==> config.mk <==
export PLATFORM = sky130hd
export DESIGN_NAME = mem_subsystem
export DESIGN_NICKNAME = d
export VERILOG_FILES = /design/src/mem_pkg.sv /design/src/dcache_array.sv /design/src/fill_fsm.sv /design/src/fill_timer.sv /design/src/mem_backing.sv /design/src/mem_fu.sv /design/src/mem_subsystem.sv /design/src/store_queue.sv
export SDC_FILE = /design/constraint.sdc
export NUM_CORES = 2
export LEC_CHECK = 0
export ABC_AREA = 1
export BUFFER_PORTS_ARGS = -buffer_cell sky130_fd_sc_hd__buf_2
export CAP_MARGIN = 20
export CORE_ASPECT_RATIO = 0.8
export CORE_MARGIN = 2
export CORE_UTILIZATION = 50
export CTS_CLUSTER_DIAMETER = 100
export DETAILED_ROUTE_END_ITERATION = 10
export MAX_ROUTING_LAYER = met4
export PLACE_DENSITY = 0.69
export SKIP_LAST_GASP = 1
export SLEW_MARGIN = 20
export SYNTH_ARGS = -nofsm -noshare
export SYNTH_HDL_FRONTEND = slang
export SYNTH_HIERARCHICAL = 1
export SYNTH_SLANG_ARGS = --single-unit
==> constraint.sdc <==
create_clock -name clock -period 4.5 [get_ports clock]
set_input_delay 0.45 -clock clock [delete_from_list [all_inputs] [get_ports clock]]
set_output_delay 0.45 -clock clock [all_outputs]
set_load 0.02 [all_outputs]
==> src/mem_pkg.sv <==
package mem_pkg;

    // ========================================================================
    // Datapath widths
    // ========================================================================

    // Register operands and store data
    localparam int DATA_W   = 32;
    // Cache line, fill data and CDB payload
    localparam int BLOCK_W  = 64;
    // Physical destination tag on the CDB
    localparam int PTAG_W   = 6;

    // ========================================================================
    // Address split
    // ========================================================================

    // Tag is address bits 31 to 12
    localparam int TAG_W    = 20;
    localparam int TAG_LSB  = 12;
    // Block offset (line index) is address bits 4 to 3
    localparam int OFFS_W   = 2;
    localparam int OFFS_LSB = 3;
    // Bit 2 picks the 32-bit word inside a block
    localparam int WORD_SEL_BIT = 2;

    // ========================================================================
    // Store queue, backing memory and miss timing
    // ========================================================================

    localparam int SQ_IDX_W   = 2;
    localparam int SQ_DEPTH   = 4;
    localparam int MEM_BLOCKS = 16;
    // Backing index is low tag bits followed by the offset
    localparam int MEM_IDX_W  = $clog2(MEM_BLOCKS);
    localparam int MISS_LATENCY = 6;
    localparam int TIMER_W    = $clog2(MISS_LATENCY + 1);
    // Odd multiplier for the reset fill pattern
    localparam logic [DATA_W-1:0] MEM_INIT_MULT = 32'h9E37_79B1;

    // Operation codes from the issue stage
    typedef enum logic [3:0] {
        LOAD_BYTE,
        LOAD_HALF,
        LOAD_WORD,
        LOAD_DOUBLE,
        LOAD_BYTE_U,
        LOAD_HALF_U,
        STORE_BYTE,
        STORE_HALF,
        STORE_WORD,
        STORE_DOUBLE,
        MEM_NOP
    } mem_func_t;

    // Reset value of one word of backing block i
    function automatic logic [DATA_W-1:0] mem_init_word(input int i);
        return DATA_W'(i) * MEM_INIT_MULT;
    endfunction

endpackage

==> src/dcache_array.sv <==
`timescale 1ns/1ps

module dcache_array import mem_pkg::*; (
    input  logic               clock,
    input  logic               reset,
    input  logic [TAG_W-1:0]   lookup_tag,
    input  logic [OFFS_W-1:0]  lookup_offset,
    input  logic               fill_en,
    input  logic [TAG_W-1:0]   fill_tag,
    input  logic [OFFS_W-1:0]  fill_offset,
    input  logic [BLOCK_W-1:0] fill_data,
    input  logic               inval_en,
    input  logic [TAG_W-1:0]   inval_tag,
    input  logic [OFFS_W-1:0]  inval_offset,
    output logic               hit,
    output logic [BLOCK_W-1:0] hit_data
);

    localparam int LINES = 1 << OFFS_W;

    logic [LINES-1:0]   line_valid;
    logic [TAG_W-1:0]   line_tag  [LINES];
    logic [BLOCK_W-1:0] line_data [LINES];

    // Tag the invalidate compares against, including a same-cycle fill
    logic [TAG_W-1:0] inval_cmp_tag;
    logic             inval_match;

    // Direct-mapped lookup
    assign hit      = line_valid[lookup_offset] && (line_tag[lookup_offset] == lookup_tag);
    assign hit_data = line_data[lookup_offset];

    always_comb begin
        if (fill_en && (fill_offset == inval_offset)) begin
            inval_cmp_tag = fill_tag;
        end else begin
            inval_cmp_tag = line_tag[inval_offset];
        end
    end

    // Fill to the same line counts as present
    assign inval_match = inval_en && (inval_cmp_tag == inval_tag) &&
                         (line_valid[inval_offset] ||
                          (fill_en && (fill_offset == inval_offset)));

    // Valid bits, invalidate applied last so it wins
    always_ff @(posedge clock) begin
        if (reset) begin
            line_valid <= '0;
        end else begin
            if (fill_en) begin
                line_valid[fill_offset] <= 1'b1;
            end
            if (inval_match) begin
                line_valid[inval_offset] <= 1'b0;
            end
        end
    end

    // Tag and data arrays
    always_ff @(posedge clock) begin
        if (fill_en) begin
            line_tag[fill_offset]  <= fill_tag;
            line_data[fill_offset] <= fill_data;
        end
    end

endmodule

==> src/fill_fsm.sv <==
`timescale 1ns/1ps

module fill_fsm import mem_pkg::*; (
    input  logic              clock,
    input  logic              reset,
    input  logic              load_req,
    input  logic              hit,
    input  logic [TAG_W-1:0]  req_tag,
    input  logic [OFFS_W-1:0] req_offset,
    input  logic              timer_done,
    output logic              timer_start,
    output logic              fill_en,
    output logic [TAG_W-1:0]  fill_tag,
    output logic [OFFS_W-1:0] fill_offset
);

    typedef enum logic [1:0] {
        IDLE,
        WAIT,
        FILL
    } state_t;

    state_t state;

    // New miss only accepted while idle
    assign timer_start = (state == IDLE) && load_req && !hit;
    assign fill_en     = (state == FILL);

    always_ff @(posedge clock) begin
        if (reset) begin
            state <= IDLE;
        end else begin
            case (state)
                IDLE:    if (timer_start) state <= WAIT;
                WAIT:    if (timer_done) state <= FILL;
                FILL:    state <= IDLE;
                default: state <= IDLE;
            endcase
        end
    end

    // Missing address held until the fill pulse
    always_ff @(posedge clock) begin
        if (timer_start) begin
            fill_tag    <= req_tag;
            fill_offset <= req_offset;
        end
    end

endmodule

==> src/fill_timer.sv <==
`timescale 1ns/1ps

module fill_timer import mem_pkg::*; (
    input  logic clock,
    input  logic reset,
    input  logic start,
    output logic done
);

    // Remaining latency cycles, zero when idle
    logic [TIMER_W-1:0] count;

    // Last counted cycle, count goes to zero at this edge
    assign done = (count == TIMER_W'(1));

    always_ff @(posedge clock) begin
        if (reset) begin
            count <= '0;
        end else if (start) begin
            count <= TIMER_W'(MISS_LATENCY);
        end else if (count != '0) begin
            count <= count - 1'b1;
        end
    end

endmodule

==> src/mem_backing.sv <==
`timescale 1ns/1ps

module mem_backing import mem_pkg::*; (
    input  logic               clock,
    input  logic               reset,
    input  logic [TAG_W-1:0]   rd_tag,
    input  logic [OFFS_W-1:0]  rd_offset,
    input  logic               we,
    input  logic [DATA_W-1:0]  waddr,
    input  logic [DATA_W-1:0]  wdata,
    output logic [BLOCK_W-1:0] rd_data
);

    logic [BLOCK_W-1:0]   mem [MEM_BLOCKS];
    logic [MEM_IDX_W-1:0] rd_idx;
    logic [MEM_IDX_W-1:0] wr_idx;

    // Low tag bits select the page, offset the block within it
    assign rd_idx = {rd_tag[MEM_IDX_W-OFFS_W-1:0], rd_offset};
    assign wr_idx = {waddr[TAG_LSB +: MEM_IDX_W-OFFS_W], waddr[OFFS_LSB +: OFFS_W]};

    assign rd_data = mem[rd_idx];

    // Known pattern at reset, same value in both words
    always_ff @(posedge clock) begin
        if (reset) begin
            for (int i = 0; i < MEM_BLOCKS; i++) begin
                mem[i] <= {2{mem_init_word(i)}};
            end
        end else if (we) begin
            // Upper word when bit 2 is set
            if (waddr[WORD_SEL_BIT]) begin
                mem[wr_idx][BLOCK_W-1:DATA_W] <= wdata;
            end else begin
                mem[wr_idx][DATA_W-1:0] <= wdata;
            end
        end
    end

endmodule

==> src/mem_fu.sv <==
`timescale 1ns/1ps

module mem_fu import mem_pkg::*; (
    input  logic                clock,
    input  logic                reset,
    input  logic                valid,
    input  mem_func_t           func,
    input  logic [DATA_W-1:0]   rs1,
    input  logic [DATA_W-1:0]   rs2,
    input  logic [DATA_W-1:0]   imm,
    input  logic [SQ_IDX_W-1:0] store_queue_idx,
    input  logic [PTAG_W-1:0]   dest_tag,
    input  logic                hit,
    input  logic [BLOCK_W-1:0]  hit_data,
    output logic                load_req,
    output logic [TAG_W-1:0]    dcache_tag,
    output logic [OFFS_W-1:0]   dcache_offset,
    output logic                sq_write,
    output logic [DATA_W-1:0]   sq_addr,
    output logic [DATA_W-1:0]   sq_data,
    output logic [SQ_IDX_W-1:0] sq_idx,
    output logic                cdb_request,
    output logic                cdb_valid,
    output logic [PTAG_W-1:0]   cdb_tag,
    output logic [BLOCK_W-1:0]  cdb_data,
    output logic                busy
);

    // ========================================================================
    // Address generation and classification
    // ========================================================================

    logic [DATA_W-1:0] eff_addr;
    logic [TAG_W-1:0]  new_tag;
    logic [OFFS_W-1:0] new_offset;
    logic              is_load;
    logic              is_store;

    // Pending miss, one at a time
    logic              pend_valid;
    logic [PTAG_W-1:0] pend_dest;
    logic [TAG_W-1:0]  pend_tag;
    logic [OFFS_W-1:0] pend_offset;

    logic pend_hit;
    logic new_hit;
    logic new_miss;

    assign eff_addr   = rs1 + imm;
    assign new_tag    = eff_addr[TAG_LSB +: TAG_W];
    assign new_offset = eff_addr[OFFS_LSB +: OFFS_W];

    // Size and signedness do not matter here, only direction
    assign is_load  = (func == LOAD_BYTE)   || (func == LOAD_HALF)   ||
                      (func == LOAD_WORD)   || (func == LOAD_DOUBLE) ||
                      (func == LOAD_BYTE_U) || (func == LOAD_HALF_U);
    assign is_store = (func == STORE_BYTE)  || (func == STORE_HALF)  ||
                      (func == STORE_WORD)  || (func == STORE_DOUBLE);

    // ========================================================================
    // Cache request
    // ========================================================================

    // Pending load keeps the port until it hits
    always_comb begin
        load_req      = 1'b0;
        dcache_tag    = '0;
        dcache_offset = '0;
        if (pend_valid) begin
            load_req      = 1'b1;
            dcache_tag    = pend_tag;
            dcache_offset = pend_offset;
        end else if (valid && is_load) begin
            load_req      = 1'b1;
            dcache_tag    = new_tag;
            dcache_offset = new_offset;
        end
    end

    assign pend_hit = pend_valid && hit;
    assign new_hit  = !pend_valid && valid && is_load && hit;
    assign new_miss = !pend_valid && valid && is_load && !hit;

    // Store goes straight to the queue
    assign sq_write = valid && is_store;
    assign sq_addr  = eff_addr;
    assign sq_data  = rs2;
    assign sq_idx   = store_queue_idx;

    // ========================================================================
    // CDB result
    // ========================================================================

    always_comb begin
        cdb_request = 1'b0;
        cdb_valid   = 1'b0;
        cdb_tag     = '0;
        cdb_data    = '0;
        if (pend_hit) begin
            cdb_request = 1'b1;
            cdb_valid   = 1'b1;
            cdb_tag     = pend_dest;
            cdb_data    = hit_data;
        end else if (new_hit) begin
            cdb_request = 1'b1;
            cdb_valid   = 1'b1;
            cdb_tag     = dest_tag;
            cdb_data    = hit_data;
        end else if (valid && is_store) begin
            // Store only signals completion, no register result
            cdb_request = 1'b1;
        end
    end

    // Pending flag, cleared on the completing hit
    always_ff @(posedge clock) begin
        if (reset) begin
            pend_valid <= 1'b0;
        end else if (pend_hit) begin
            pend_valid <= 1'b0;
        end else if (new_miss) begin
            pend_valid <= 1'b1;
        end
    end

    // Miss payload
    always_ff @(posedge clock) begin
        if (new_miss) begin
            pend_dest   <= dest_tag;
            pend_tag    <= new_tag;
            pend_offset <= new_offset;
        end
    end

    assign busy = pend_valid;

endmodule

==> src/mem_subsystem.sv <==
`timescale 1ns/1ps

module mem_subsystem import mem_pkg::*; (
    input  logic                clock,
    input  logic                reset,
    input  logic                valid,
    input  mem_func_t           func,
    input  logic [DATA_W-1:0]   rs1,
    input  logic [DATA_W-1:0]   rs2,
    input  logic [DATA_W-1:0]   imm,
    input  logic [SQ_IDX_W-1:0] store_queue_idx,
    input  logic [PTAG_W-1:0]   dest_tag,
    input  logic                retire,
    input  logic [SQ_IDX_W-1:0] retire_idx,
    output logic                cdb_request,
    output logic                cdb_valid,
    output logic [PTAG_W-1:0]   cdb_tag,
    output logic [BLOCK_W-1:0]  cdb_data,
    output logic                busy
);

    // ========================================================================
    // Interconnect
    // ========================================================================

    // Cache lookup
    logic               load_req;
    logic [TAG_W-1:0]   dcache_tag;
    logic [OFFS_W-1:0]  dcache_offset;
    logic               hit;
    logic [BLOCK_W-1:0] hit_data;

    // Miss handling and fill
    logic               timer_start;
    logic               timer_done;
    logic               fill_en;
    logic [TAG_W-1:0]   fill_tag;
    logic [OFFS_W-1:0]  fill_offset;
    logic [BLOCK_W-1:0] fill_data;

    // Store path
    logic                sq_write;
    logic [DATA_W-1:0]   sq_addr;
    logic [DATA_W-1:0]   sq_data;
    logic [SQ_IDX_W-1:0] sq_idx;
    logic                mem_we;
    logic [DATA_W-1:0]   mem_addr;
    logic [DATA_W-1:0]   mem_wdata;

    mem_fu u_mem_fu (
        .clock           (clock),
        .reset           (reset),
        .valid           (valid),
        .func            (func),
        .rs1             (rs1),
        .rs2             (rs2),
        .imm             (imm),
        .store_queue_idx (store_queue_idx),
        .dest_tag        (dest_tag),
        .hit             (hit),
        .hit_data        (hit_data),
        .load_req        (load_req),
        .dcache_tag      (dcache_tag),
        .dcache_offset   (dcache_offset),
        .sq_write        (sq_write),
        .sq_addr         (sq_addr),
        .sq_data         (sq_data),
        .sq_idx          (sq_idx),
        .cdb_request     (cdb_request),
        .cdb_valid       (cdb_valid),
        .cdb_tag         (cdb_tag),
        .cdb_data        (cdb_data),
        .busy            (busy)
    );

    // Retired store also drops the cached copy of its line
    dcache_array u_dcache_array (
        .clock         (clock),
        .reset         (reset),
        .lookup_tag    (dcache_tag),
        .lookup_offset (dcache_offset),
        .fill_en       (fill_en),
        .fill_tag      (fill_tag),
        .fill_offset   (fill_offset),
        .fill_data     (fill_data),
        .inval_en      (mem_we),
        .inval_tag     (mem_addr[TAG_LSB +: TAG_W]),
        .inval_offset  (mem_addr[OFFS_LSB +: OFFS_W]),
        .hit           (hit),
        .hit_data      (hit_data)
    );

    fill_fsm u_fill_fsm (
        .clock       (clock),
        .reset       (reset),
        .load_req    (load_req),
        .hit         (hit),
        .req_tag     (dcache_tag),
        .req_offset  (dcache_offset),
        .timer_done  (timer_done),
        .timer_start (timer_start),
        .fill_en     (fill_en),
        .fill_tag    (fill_tag),
        .fill_offset (fill_offset)
    );

    fill_timer u_fill_timer (
        .clock (clock),
        .reset (reset),
        .start (timer_start),
        .done  (timer_done)
    );

    store_queue u_store_queue (
        .clock      (clock),
        .reset      (reset),
        .write      (sq_write),
        .write_idx  (sq_idx),
        .write_addr (sq_addr),
        .write_data (sq_data),
        .retire     (retire),
        .retire_idx (retire_idx),
        .mem_we     (mem_we),
        .mem_addr   (mem_addr),
        .mem_wdata  (mem_wdata)
    );

    // Fill reads at the address the FSM holds
    mem_backing u_mem_backing (
        .clock     (clock),
        .reset     (reset),
        .rd_tag    (fill_tag),
        .rd_offset (fill_offset),
        .we        (mem_we),
        .waddr     (mem_addr),
        .wdata     (mem_wdata),
        .rd_data   (fill_data)
    );

endmodule

==> src/store_queue.sv <==
`timescale 1ns/1ps

module store_queue import mem_pkg::*; (
    input  logic                clock,
    input  logic                reset,
    input  logic                write,
    input  logic [SQ_IDX_W-1:0] write_idx,
    input  logic [DATA_W-1:0]   write_addr,
    input  logic [DATA_W-1:0]   write_data,
    input  logic                retire,
    input  logic [SQ_IDX_W-1:0] retire_idx,
    output logic                mem_we,
    output logic [DATA_W-1:0]   mem_addr,
    output logic [DATA_W-1:0]   mem_wdata
);

    logic [SQ_DEPTH-1:0] entry_valid;
    logic [DATA_W-1:0]   entry_addr [SQ_DEPTH];
    logic [DATA_W-1:0]   entry_data [SQ_DEPTH];

    // Retire of an empty slot is ignored
    logic drain;
    assign drain = retire && entry_valid[retire_idx];

    // Control state, a write to the retiring slot survives
    always_ff @(posedge clock) begin
        if (reset) begin
            entry_valid <= '0;
            mem_we      <= 1'b0;
        end else begin
            mem_we <= drain;
            if (drain) begin
                entry_valid[retire_idx] <= 1'b0;
            end
            if (write) begin
                entry_valid[write_idx] <= 1'b1;
            end
        end
    end

    // Entry payload and the registered memory write
    always_ff @(posedge clock) begin
        if (write) begin
            entry_addr[write_idx] <= write_addr;
            entry_data[write_idx] <= write_data;
        end
        if (drain) begin
            mem_addr  <= entry_addr[retire_idx];
            mem_wdata <= entry_data[retire_idx];
        end
    end

endmodule

# Yosys cells after proc, flatten, opt, wreduce, memory -nomap -nowiden
# Memories as Yosys holds them, arrays and structs flattened. A register that Yosys moved wholly into a read port is not among the register bits.
# Index checks and enable logic that the tools add are counted.
[word_totals] inputBits=114 wordCells=146 register_bits=65 mem_count=5 mem_bits_rw=1616 output_inout_bits=73
[mem_list] memory="u_mem_backing.mem" words=16 width=64 rd=1 rd_ports_with_merged_regs=1 wr=16 line="mem_backing.sv:14" rtl="logic [BLOCK_W-1:0] mem [MEM_BLOCKS];"
[mem_list] memory="u_dcache_array.line_data" words=4 width=64 rd=1 rd_ports_with_merged_regs=0 wr=1 line="dcache_array.sv:23" rtl="logic [BLOCK_W-1:0] line_data [LINES];"
[mem_list] memory="u_store_queue.entry_addr" words=4 width=32 rd=1 rd_ports_with_merged_regs=1 wr=1 line="store_queue.sv:18" rtl="logic [DATA_W-1:0] entry_addr [SQ_DEPTH];"
[mem_list] memory="u_store_queue.entry_data" words=4 width=32 rd=1 rd_ports_with_merged_regs=1 wr=1 line="store_queue.sv:19" rtl="logic [DATA_W-1:0] entry_data [SQ_DEPTH];"
[mem_list] memory="u_dcache_array.line_tag" words=4 width=20 rd=2 rd_ports_with_merged_regs=0 wr=1 line="dcache_array.sv:22" rtl="logic [TAG_W-1:0] line_tag [LINES];"
[classes] order_cmp=9 n_eq_ne=17 n_mux=58 reduce_logical=37 bitwise=6 add_sub_neg=2
[op_table] operator="two-way mux 64 bit" n=3
[op_table] operator="OR reduction 64 bit" n=1
[op_table] operator="two-way mux 20 bit" n=3
[op_table] operator="equality test 20 bit" n=2
[op_table] operator="adder 32 bit" n=1
[op_table] operator="two-way mux 4 bit" n=8
[op_table] operator="two-way mux 1 bit" n=27
[op_table] operator="logical AND 1 bit" n=18
[op_table] operator="equality test 4 x 3 -> 1 bit, second input constant" n=4
[op_table] operator="less-than comparator 2 x 3 -> 1 bit, second input constant" n=5
[op_table] operator="two-way mux 6 bit" n=2
[op_table] operator="two-way mux 2 bit" n=5
[op_table] operator="logical OR 1 bit" n=9
[op_table] operator="AND 4 bit" n=2
[op_table] operator="demux 1 bit (select 2 bit)" n=4
[op_table] operator="equality test 4 x 2 -> 1 bit, second input constant" n=2
[op_table] operator="equality test 4 bit, second input constant" n=2
[op_table] operator=">= comparator 2 x 1 -> 1 bit, second input constant" n=4
[op_table] operator="NOT 4 bit" n=2
[op_table] operator="OR 4 bit" n=2
[op_table] operator="binary-select mux 1 bit (select 2 bit)" n=3
[op_table] operator="two-way mux 3 bit" n=2
[op_table] operator="equality test 4 x 1 -> 1 bit, second input constant" n=1
[op_table] operator="logical NOT 4 bit" n=1
[op_table] operator="other kinds (13)" n=16

# Longest topological paths before layout
[logic_depth] depth_word=16 mapped_depth=26 ltp_nobuf=26

# Hierarchy
# Netlist, hierarchy kept.
[modules_own_cells] mod="mem_backing" seq_area_each_um2=30749.5 cells_per_inst=5480 area_each_um2=48978.2 n_inst=1
[modules_own_cells] mod="dcache_array" seq_area_each_um2=10169.8 cells_per_inst=1388 area_each_um2=14950.6 n_inst=1
[modules_own_cells] mod="store_queue" seq_area_each_um2=9709.3 cells_per_inst=648 area_each_um2=11303.3 n_inst=1
[modules_own_cells] mod="mem_fu" seq_area_each_um2=860.8 cells_per_inst=794 area_each_um2=4647.0 n_inst=1
[modules_own_cells] mod="fill_fsm" seq_area_each_um2=700.7 cells_per_inst=36 area_each_um2=755.7 n_inst=1
[modules_own_cells] mod="fill_timer" seq_area_each_um2=60.1 cells_per_inst=25 area_each_um2=185.2 n_inst=1

# Worst setup path before layout
# Ideal clock, no wire load.
[synth_timing] path_type="register -> register" from="reg u_fill_fsm.state[1]" to="mem u_dcache_array.line_data[0][0] (enable)" arrival_ns=4.186 period_less_slack_ns=4.714 path_buffers=0 path_slack_ns=-0.214 path_stages_with_launch=5 t_required_ns=3.972 setup_ns=0.528 cell_sequence="dfxtp_1 inv_1 nor2_1 nand2_1 nor2_1"
[synth_via] elab_chain_len=3
[synth_rtl] element="start, declared" line="fill_fsm.sv:23" rtl="state_t state;"
[synth_rtl] element="start signal, assigned" line="fill_fsm.sv:31" rtl="state <= IDLE;"
[synth_rtl] element="start signal, assigned" line="fill_fsm.sv:34" rtl="IDLE: if (timer_start) state <= WAIT;"
[synth_rtl] element="start signal, assigned" line="fill_fsm.sv:35" rtl="WAIT: if (timer_done) state <= FILL;"
[synth_rtl] element="equality test 2 bit" line="fill_fsm.sv:27" rtl="assign fill_en = (state == FILL);"
[synth_rtl] element="named net fill_en" line="mem_subsystem.sv:36" rtl="logic fill_en;"
[synth_rtl] element="two-way mux 1 bit" line="dcache_array.sv:62" rtl="if (fill_en) begin"
[synth_rtl] element="two-way mux 1 bit (not written as such)" line="dcache_array.sv:64" rtl="line_data[fill_offset] <= fill_data;"
[synth_rtl] element="end, declared" line="dcache_array.sv:23"
# The timed path passes the listed nets, and every way through them passes these cells.

# Final worst setup path
[layout_timing] from="in imm[0]" to="out cdb_data[63]"
[layout_via] elab_chain_len=9 elab_cells_between_ends=15 cone_classes="add/sub: 1; eq/ne: 1; mux: 8; reduce/logical: 3; memory: 2"
[layout_rtl] element="start, declared" line="mem_subsystem.sv:10" rtl="input logic [DATA_W-1:0] imm,"
[layout_rtl] element="adder 32 bit *" line="mem_fu.sv:49" rtl="assign eff_addr = rs1 + imm;"
[layout_rtl] element="two-way mux 2 bit *" line="mem_fu.sv:73" rtl="end else if (valid && is_load) begin"
[layout_rtl] element="two-way mux 2 bit *" line="mem_fu.sv:69" rtl="if (pend_valid) begin"
[layout_rtl] element="named net dcache_offset[1]" line="mem_subsystem.sv:29" rtl="logic [OFFS_W-1:0] dcache_offset;"
[layout_rtl] element="memory (4 x 20 bit) or binary-select mux 1 bit (select 2 bit) (tied branches)"
[layout_rtl] element="equality test 20 bit or two-way mux 1 bit (tied branches)" line="dcache_array.sv:30" rtl="assign hit = line_valid[lookup_offset] && (line_tag[lookup_offset] == lookup_tag);"
[layout_rtl] element="logical AND 1 bit *" line="dcache_array.sv:30"
[layout_rtl] element="named net hit" line="mem_subsystem.sv:30" rtl="logic hit;"
[layout_rtl] element="logical AND 1 bit" line="mem_fu.sv:81" rtl="assign new_hit = !pend_valid && valid && is_load && hit;"
[layout_rtl] element="two-way mux 64 bit" line="mem_fu.sv:104" rtl="end else if (new_hit) begin"
[layout_rtl] element="two-way mux 64 bit *" line="mem_fu.sv:99" rtl="if (pend_hit) begin"
[layout_rtl] element="end, declared" line="mem_subsystem.sv:18" rtl="output logic [BLOCK_W-1:0] cdb_data,"
# The timed path passes the listed nets; every way through them passes the cells marked *. The select of a mux whose other input is x is not followed.

==> impl_metrics.csv <==
group,metric,value,unit
outcome,status,"finished clean",
die,coreArea,0.157,sq mm
timing,timing.final.setup_violations,0,
hold_path,whs_path_depth,2,
die,die_h,360,um
setup_path,worstSetupEndpointType,"output pin",
clocking,clkLatencyLatePin,810,ps
clocking,tritoncts,"yes",
hold_path,min_from,"reset",
die,starting_density,50.4,%
setup_path,timing.setup.critical_path_class,"primary input to output pin",
synth,syn-num-nets,8430,
route,vias_per_cell,5.50,
place,gpl.final_weighted_congestion,0.941,
setup_path,timing.reg2reg.worst_path_depth,13,
timing,fin_crit,4460,ps
finish,end_of_flow_core_utilization,56.5,%
setup_path,regToRegEndpoint,"u_dcache_array/line_valid[0]",
setup_path,critPathMaxFanout,8,
finish,drive_above_1_share,9.87,%
route,dr.first_iter.drc_count,8101,
timing,slew_violations,0,
global_route,grt_overflow,0,
timing,timing.slew.headroom,24.6,%
place,placed_cells,10300,
setup_path,worst_reg2reg_startpoint,"u_store_queue/mem_addr[4]",
global_route,grt_start_max_net_pins,177,
synth,post_synth_instance_area,0.0792,sq mm
route,detailedRoute.firstPassIterationCount,6,
timing,finClkSkew,32.4,ps
power,powerDensity,397,mW/mm^2
synth,syn_avg_cell_area,9.57,sq um
global_route,initial_antenna_violation_count,7,
power,power,35.2,mW
die,io_pins,187,
finish,nets_final,8534,
timing,rsz0062_at_grt,"yes",
power,ir_worst_vdd,310,uV
route,num_vias,58500,
route,drc,0,
clocking,clock_sinks,1700,
hold_path,worst_hold_path.endpoint,"u_store_queue/entry_valid[0]",
synth,synth_warnings,6,
hold_path,timing.hold.worst.class,"primary input to flip-flop",
finish,syn_to_final_growth,12.0,%
clocking,worst_setup_hold_path_clk_slew,60,ps
flow_run,cap_violations,0,
synth,synth_cells,8282,
timing,final_min_period_over_clock_period,99.2,%
place,port_buffers,185,
setup_path,regToRegSetupSlack,1180,ps
die,number_of_core_rows,130,
timing,worst_slack,35.8,ps
place,pre_cts_ws,-205,ps
die,dieArea,0.162,sq mm
clocking,h-tree-depth,4,
finish,layout.cells.non_filler,10600,
route,postRouteWirelength,233000,um
global_route,first_global_vias,54600,
route,routedWlPerCell,21.9,um
finish,design_area,0.0888,sq mm
place,dp_hpwl,139000,um
global_route,grt_first_pass_wirelength,347000,um
timing,worst_pin_slew,1130,ps
timing,max_clock_freq,224,MHz
timing,tns,0,ps
power,static-leakage-power,37.4,nW
setup_path,cp_data_required_time,4050,ps
route,final_antenna_net_count,0,
clocking,cts-root-buf,"sky130_fd_sc_hd__clkbuf_16",
die,die_width,449,um
clocking,clock_tree.buffer_depth,3,
timing,timing_hold_violations_final,0,
clocking,cts_inserted_buffers,164,
place,placement.cell_area,0.0823,sq mm
timing,worst_hold_slack,78.5,ps
setup_path,cp_data_arrival_time,4010,ps
global_route,globalRouteTotalUtil,29.3,%
setup_path,launching_element_type_of_the_critical_path,"primary input",
metal layers:
layer,up-vias,global-route usage [%],routed length [um],share of wire [%]
met4,0,8.24,6320,2.7
met5,-,-,0,0
met3,352,7.88,32400,14
met1,27900,41.5,94000,40
met2,3353,41.6,100000,43
li1,26900,-,-,-
report_power, final:
| part | switching (mW) | leakage [nW] | internal (mW) | total [mW] |
|---|---|---|---|---|
| clock | 5.94 | 2.50 | 7.45 | 13.4 |
| sequential | 0.116 | 15.0 | 17.9 | 18.0 |
| combinational | 2.87 | 19.9 | 0.982 | 3.85 |
layout make-up:
cell class | count | area [sq um]
inverters | 1166 | 4430
clock inverters | 80 | 671
clock buffers | 218 | 4470
fillers | 13200 | 68400
multi-input cells | 4882 | 21600
well taps | 2112 | 2640
repair buffers | 472 | 4060
flip-flops and latches | 1700 | 50900
diodes | 5 | 12.5
cells in the final DEF (no fill, tap or decap), types with 32 or more instances in the layout:
cell	instances
sky130_fd_sc_hd__nand2_1	2575
sky130_fd_sc_hd__nor2_2	41
sky130_fd_sc_hd__buf_2	126
sky130_fd_sc_hd__inv_2	38
sky130_fd_sc_hd__clkinv_1	33
sky130_fd_sc_hd__ha_1	32
sky130_fd_sc_hd__dlygate4sd3_1	42
sky130_fd_sc_hd__a22oi_1	59
sky130_fd_sc_hd__nor2_1	779
sky130_fd_sc_hd__buf_4	236
sky130_fd_sc_hd__nand3_1	868
sky130_fd_sc_hd__clkbuf_16	175
sky130_fd_sc_hd__clkbuf_1	46
sky130_fd_sc_hd__a21oi_1	60
sky130_fd_sc_hd__inv_1	1117
sky130_fd_sc_hd__nor2_4	48
sky130_fd_sc_hd__buf_12	36
sky130_fd_sc_hd__o21ai_0	179
sky130_fd_sc_hd__nand4_1	56
sky130_fd_sc_hd__o22ai_1	66
sky130_fd_sc_hd__edfxtp_1	1685
worst max-delay path: stages:
cell	delay (ps)
sky130_fd_sc_hd__buf_2	120
sky130_fd_sc_hd__ha_4	160
sky130_fd_sc_hd__fa_2	350
sky130_fd_sc_hd__nand3_2	110
sky130_fd_sc_hd__nand3_4	100
sky130_fd_sc_hd__xnor2_4	290
sky130_fd_sc_hd__o21ai_4	160
sky130_fd_sc_hd__buf_12	160
sky130_fd_sc_hd__buf_16	130
sky130_fd_sc_hd__buf_4	130
sky130_fd_sc_hd__a21oi_1	90
sky130_fd_sc_hd__o21ai_0	90
sky130_fd_sc_hd__nand2_1	140
sky130_fd_sc_hd__o22ai_2	80
sky130_fd_sc_hd__nor2_1	90
sky130_fd_sc_hd__nand2_1	70
sky130_fd_sc_hd__nor2_2	120
sky130_fd_sc_hd__nand2_1	50
sky130_fd_sc_hd__nor2_1	90
sky130_fd_sc_hd__buf_4	150
sky130_fd_sc_hd__nand2_4	80
sky130_fd_sc_hd__nand2_8	100
sky130_fd_sc_hd__clkinv_8	70
sky130_fd_sc_hd__buf_12	160
sky130_fd_sc_hd__clkbuf_16	190
sky130_fd_sc_hd__nor2_2	90
sky130_fd_sc_hd__buf_4	140
worst max path at each step:
stage | start | end | slack [ps] | cells past startpoint
final | imm[0] | cdb_data[63] | 40 | 27
after floorplan | u_fill_fsm/state[1] | u_dcache_array/line_data[0][0] | -210 | 4
after CTS | rs1[0] | cdb_data[42] | -6 | 26
after detailed placement | rs1[0] | cdb_data[45] | -210 | 25
after global placement | rs1[0] | cdb_data[45] | -170 | 25
after global routing | u_mem_fu/busy | cdb_data[18] | -90 | 22
sequential cells by signal, summed over array words and instances, names as in the netlist:
| register | flops |
|---|---|
| u_mem_backing/mem | 1024 |
| u_dcache_array/line_data | 256 |
| u_store_queue/entry_data | 128 |
| u_store_queue/entry_addr | 92 |
| u_dcache_array/line_tag | 80 |
| u_store_queue/mem_wdata | 32 |
| u_store_queue/mem_addr | 23 |
| u_fill_fsm/fill_tag | 20 |
| u_mem_fu/pend_tag | 20 |
| u_mem_fu/pend_dest | 6 |
| u_dcache_array/line_valid | 4 |
| u_store_queue/entry_valid | 4 |
| u_fill_timer/count | 3 |
| u_fill_fsm/fill_offset | 2 |
| u_fill_fsm/state | 2 |
| u_mem_fu/pend_offset | 2 |
| u_mem_fu/busy | 1 |
| u_store_queue/mem_we | 1 |
timing repair:
| item | 4_1_cts | 5_1_grt |
|---|---|---|
| hold endpoints to repair | 138 | 0 |
| setup endpoints to repair | 69 | 71 |
| hold buffers | 42 | 0 |
| pin swaps | 7 | 16 |
| gates cloned | 5 | 4 |
| gates resized for setup | 56 | 106 |
| buffers inserted | 6 | 4 |
Power figures use the tool's default switching activity.
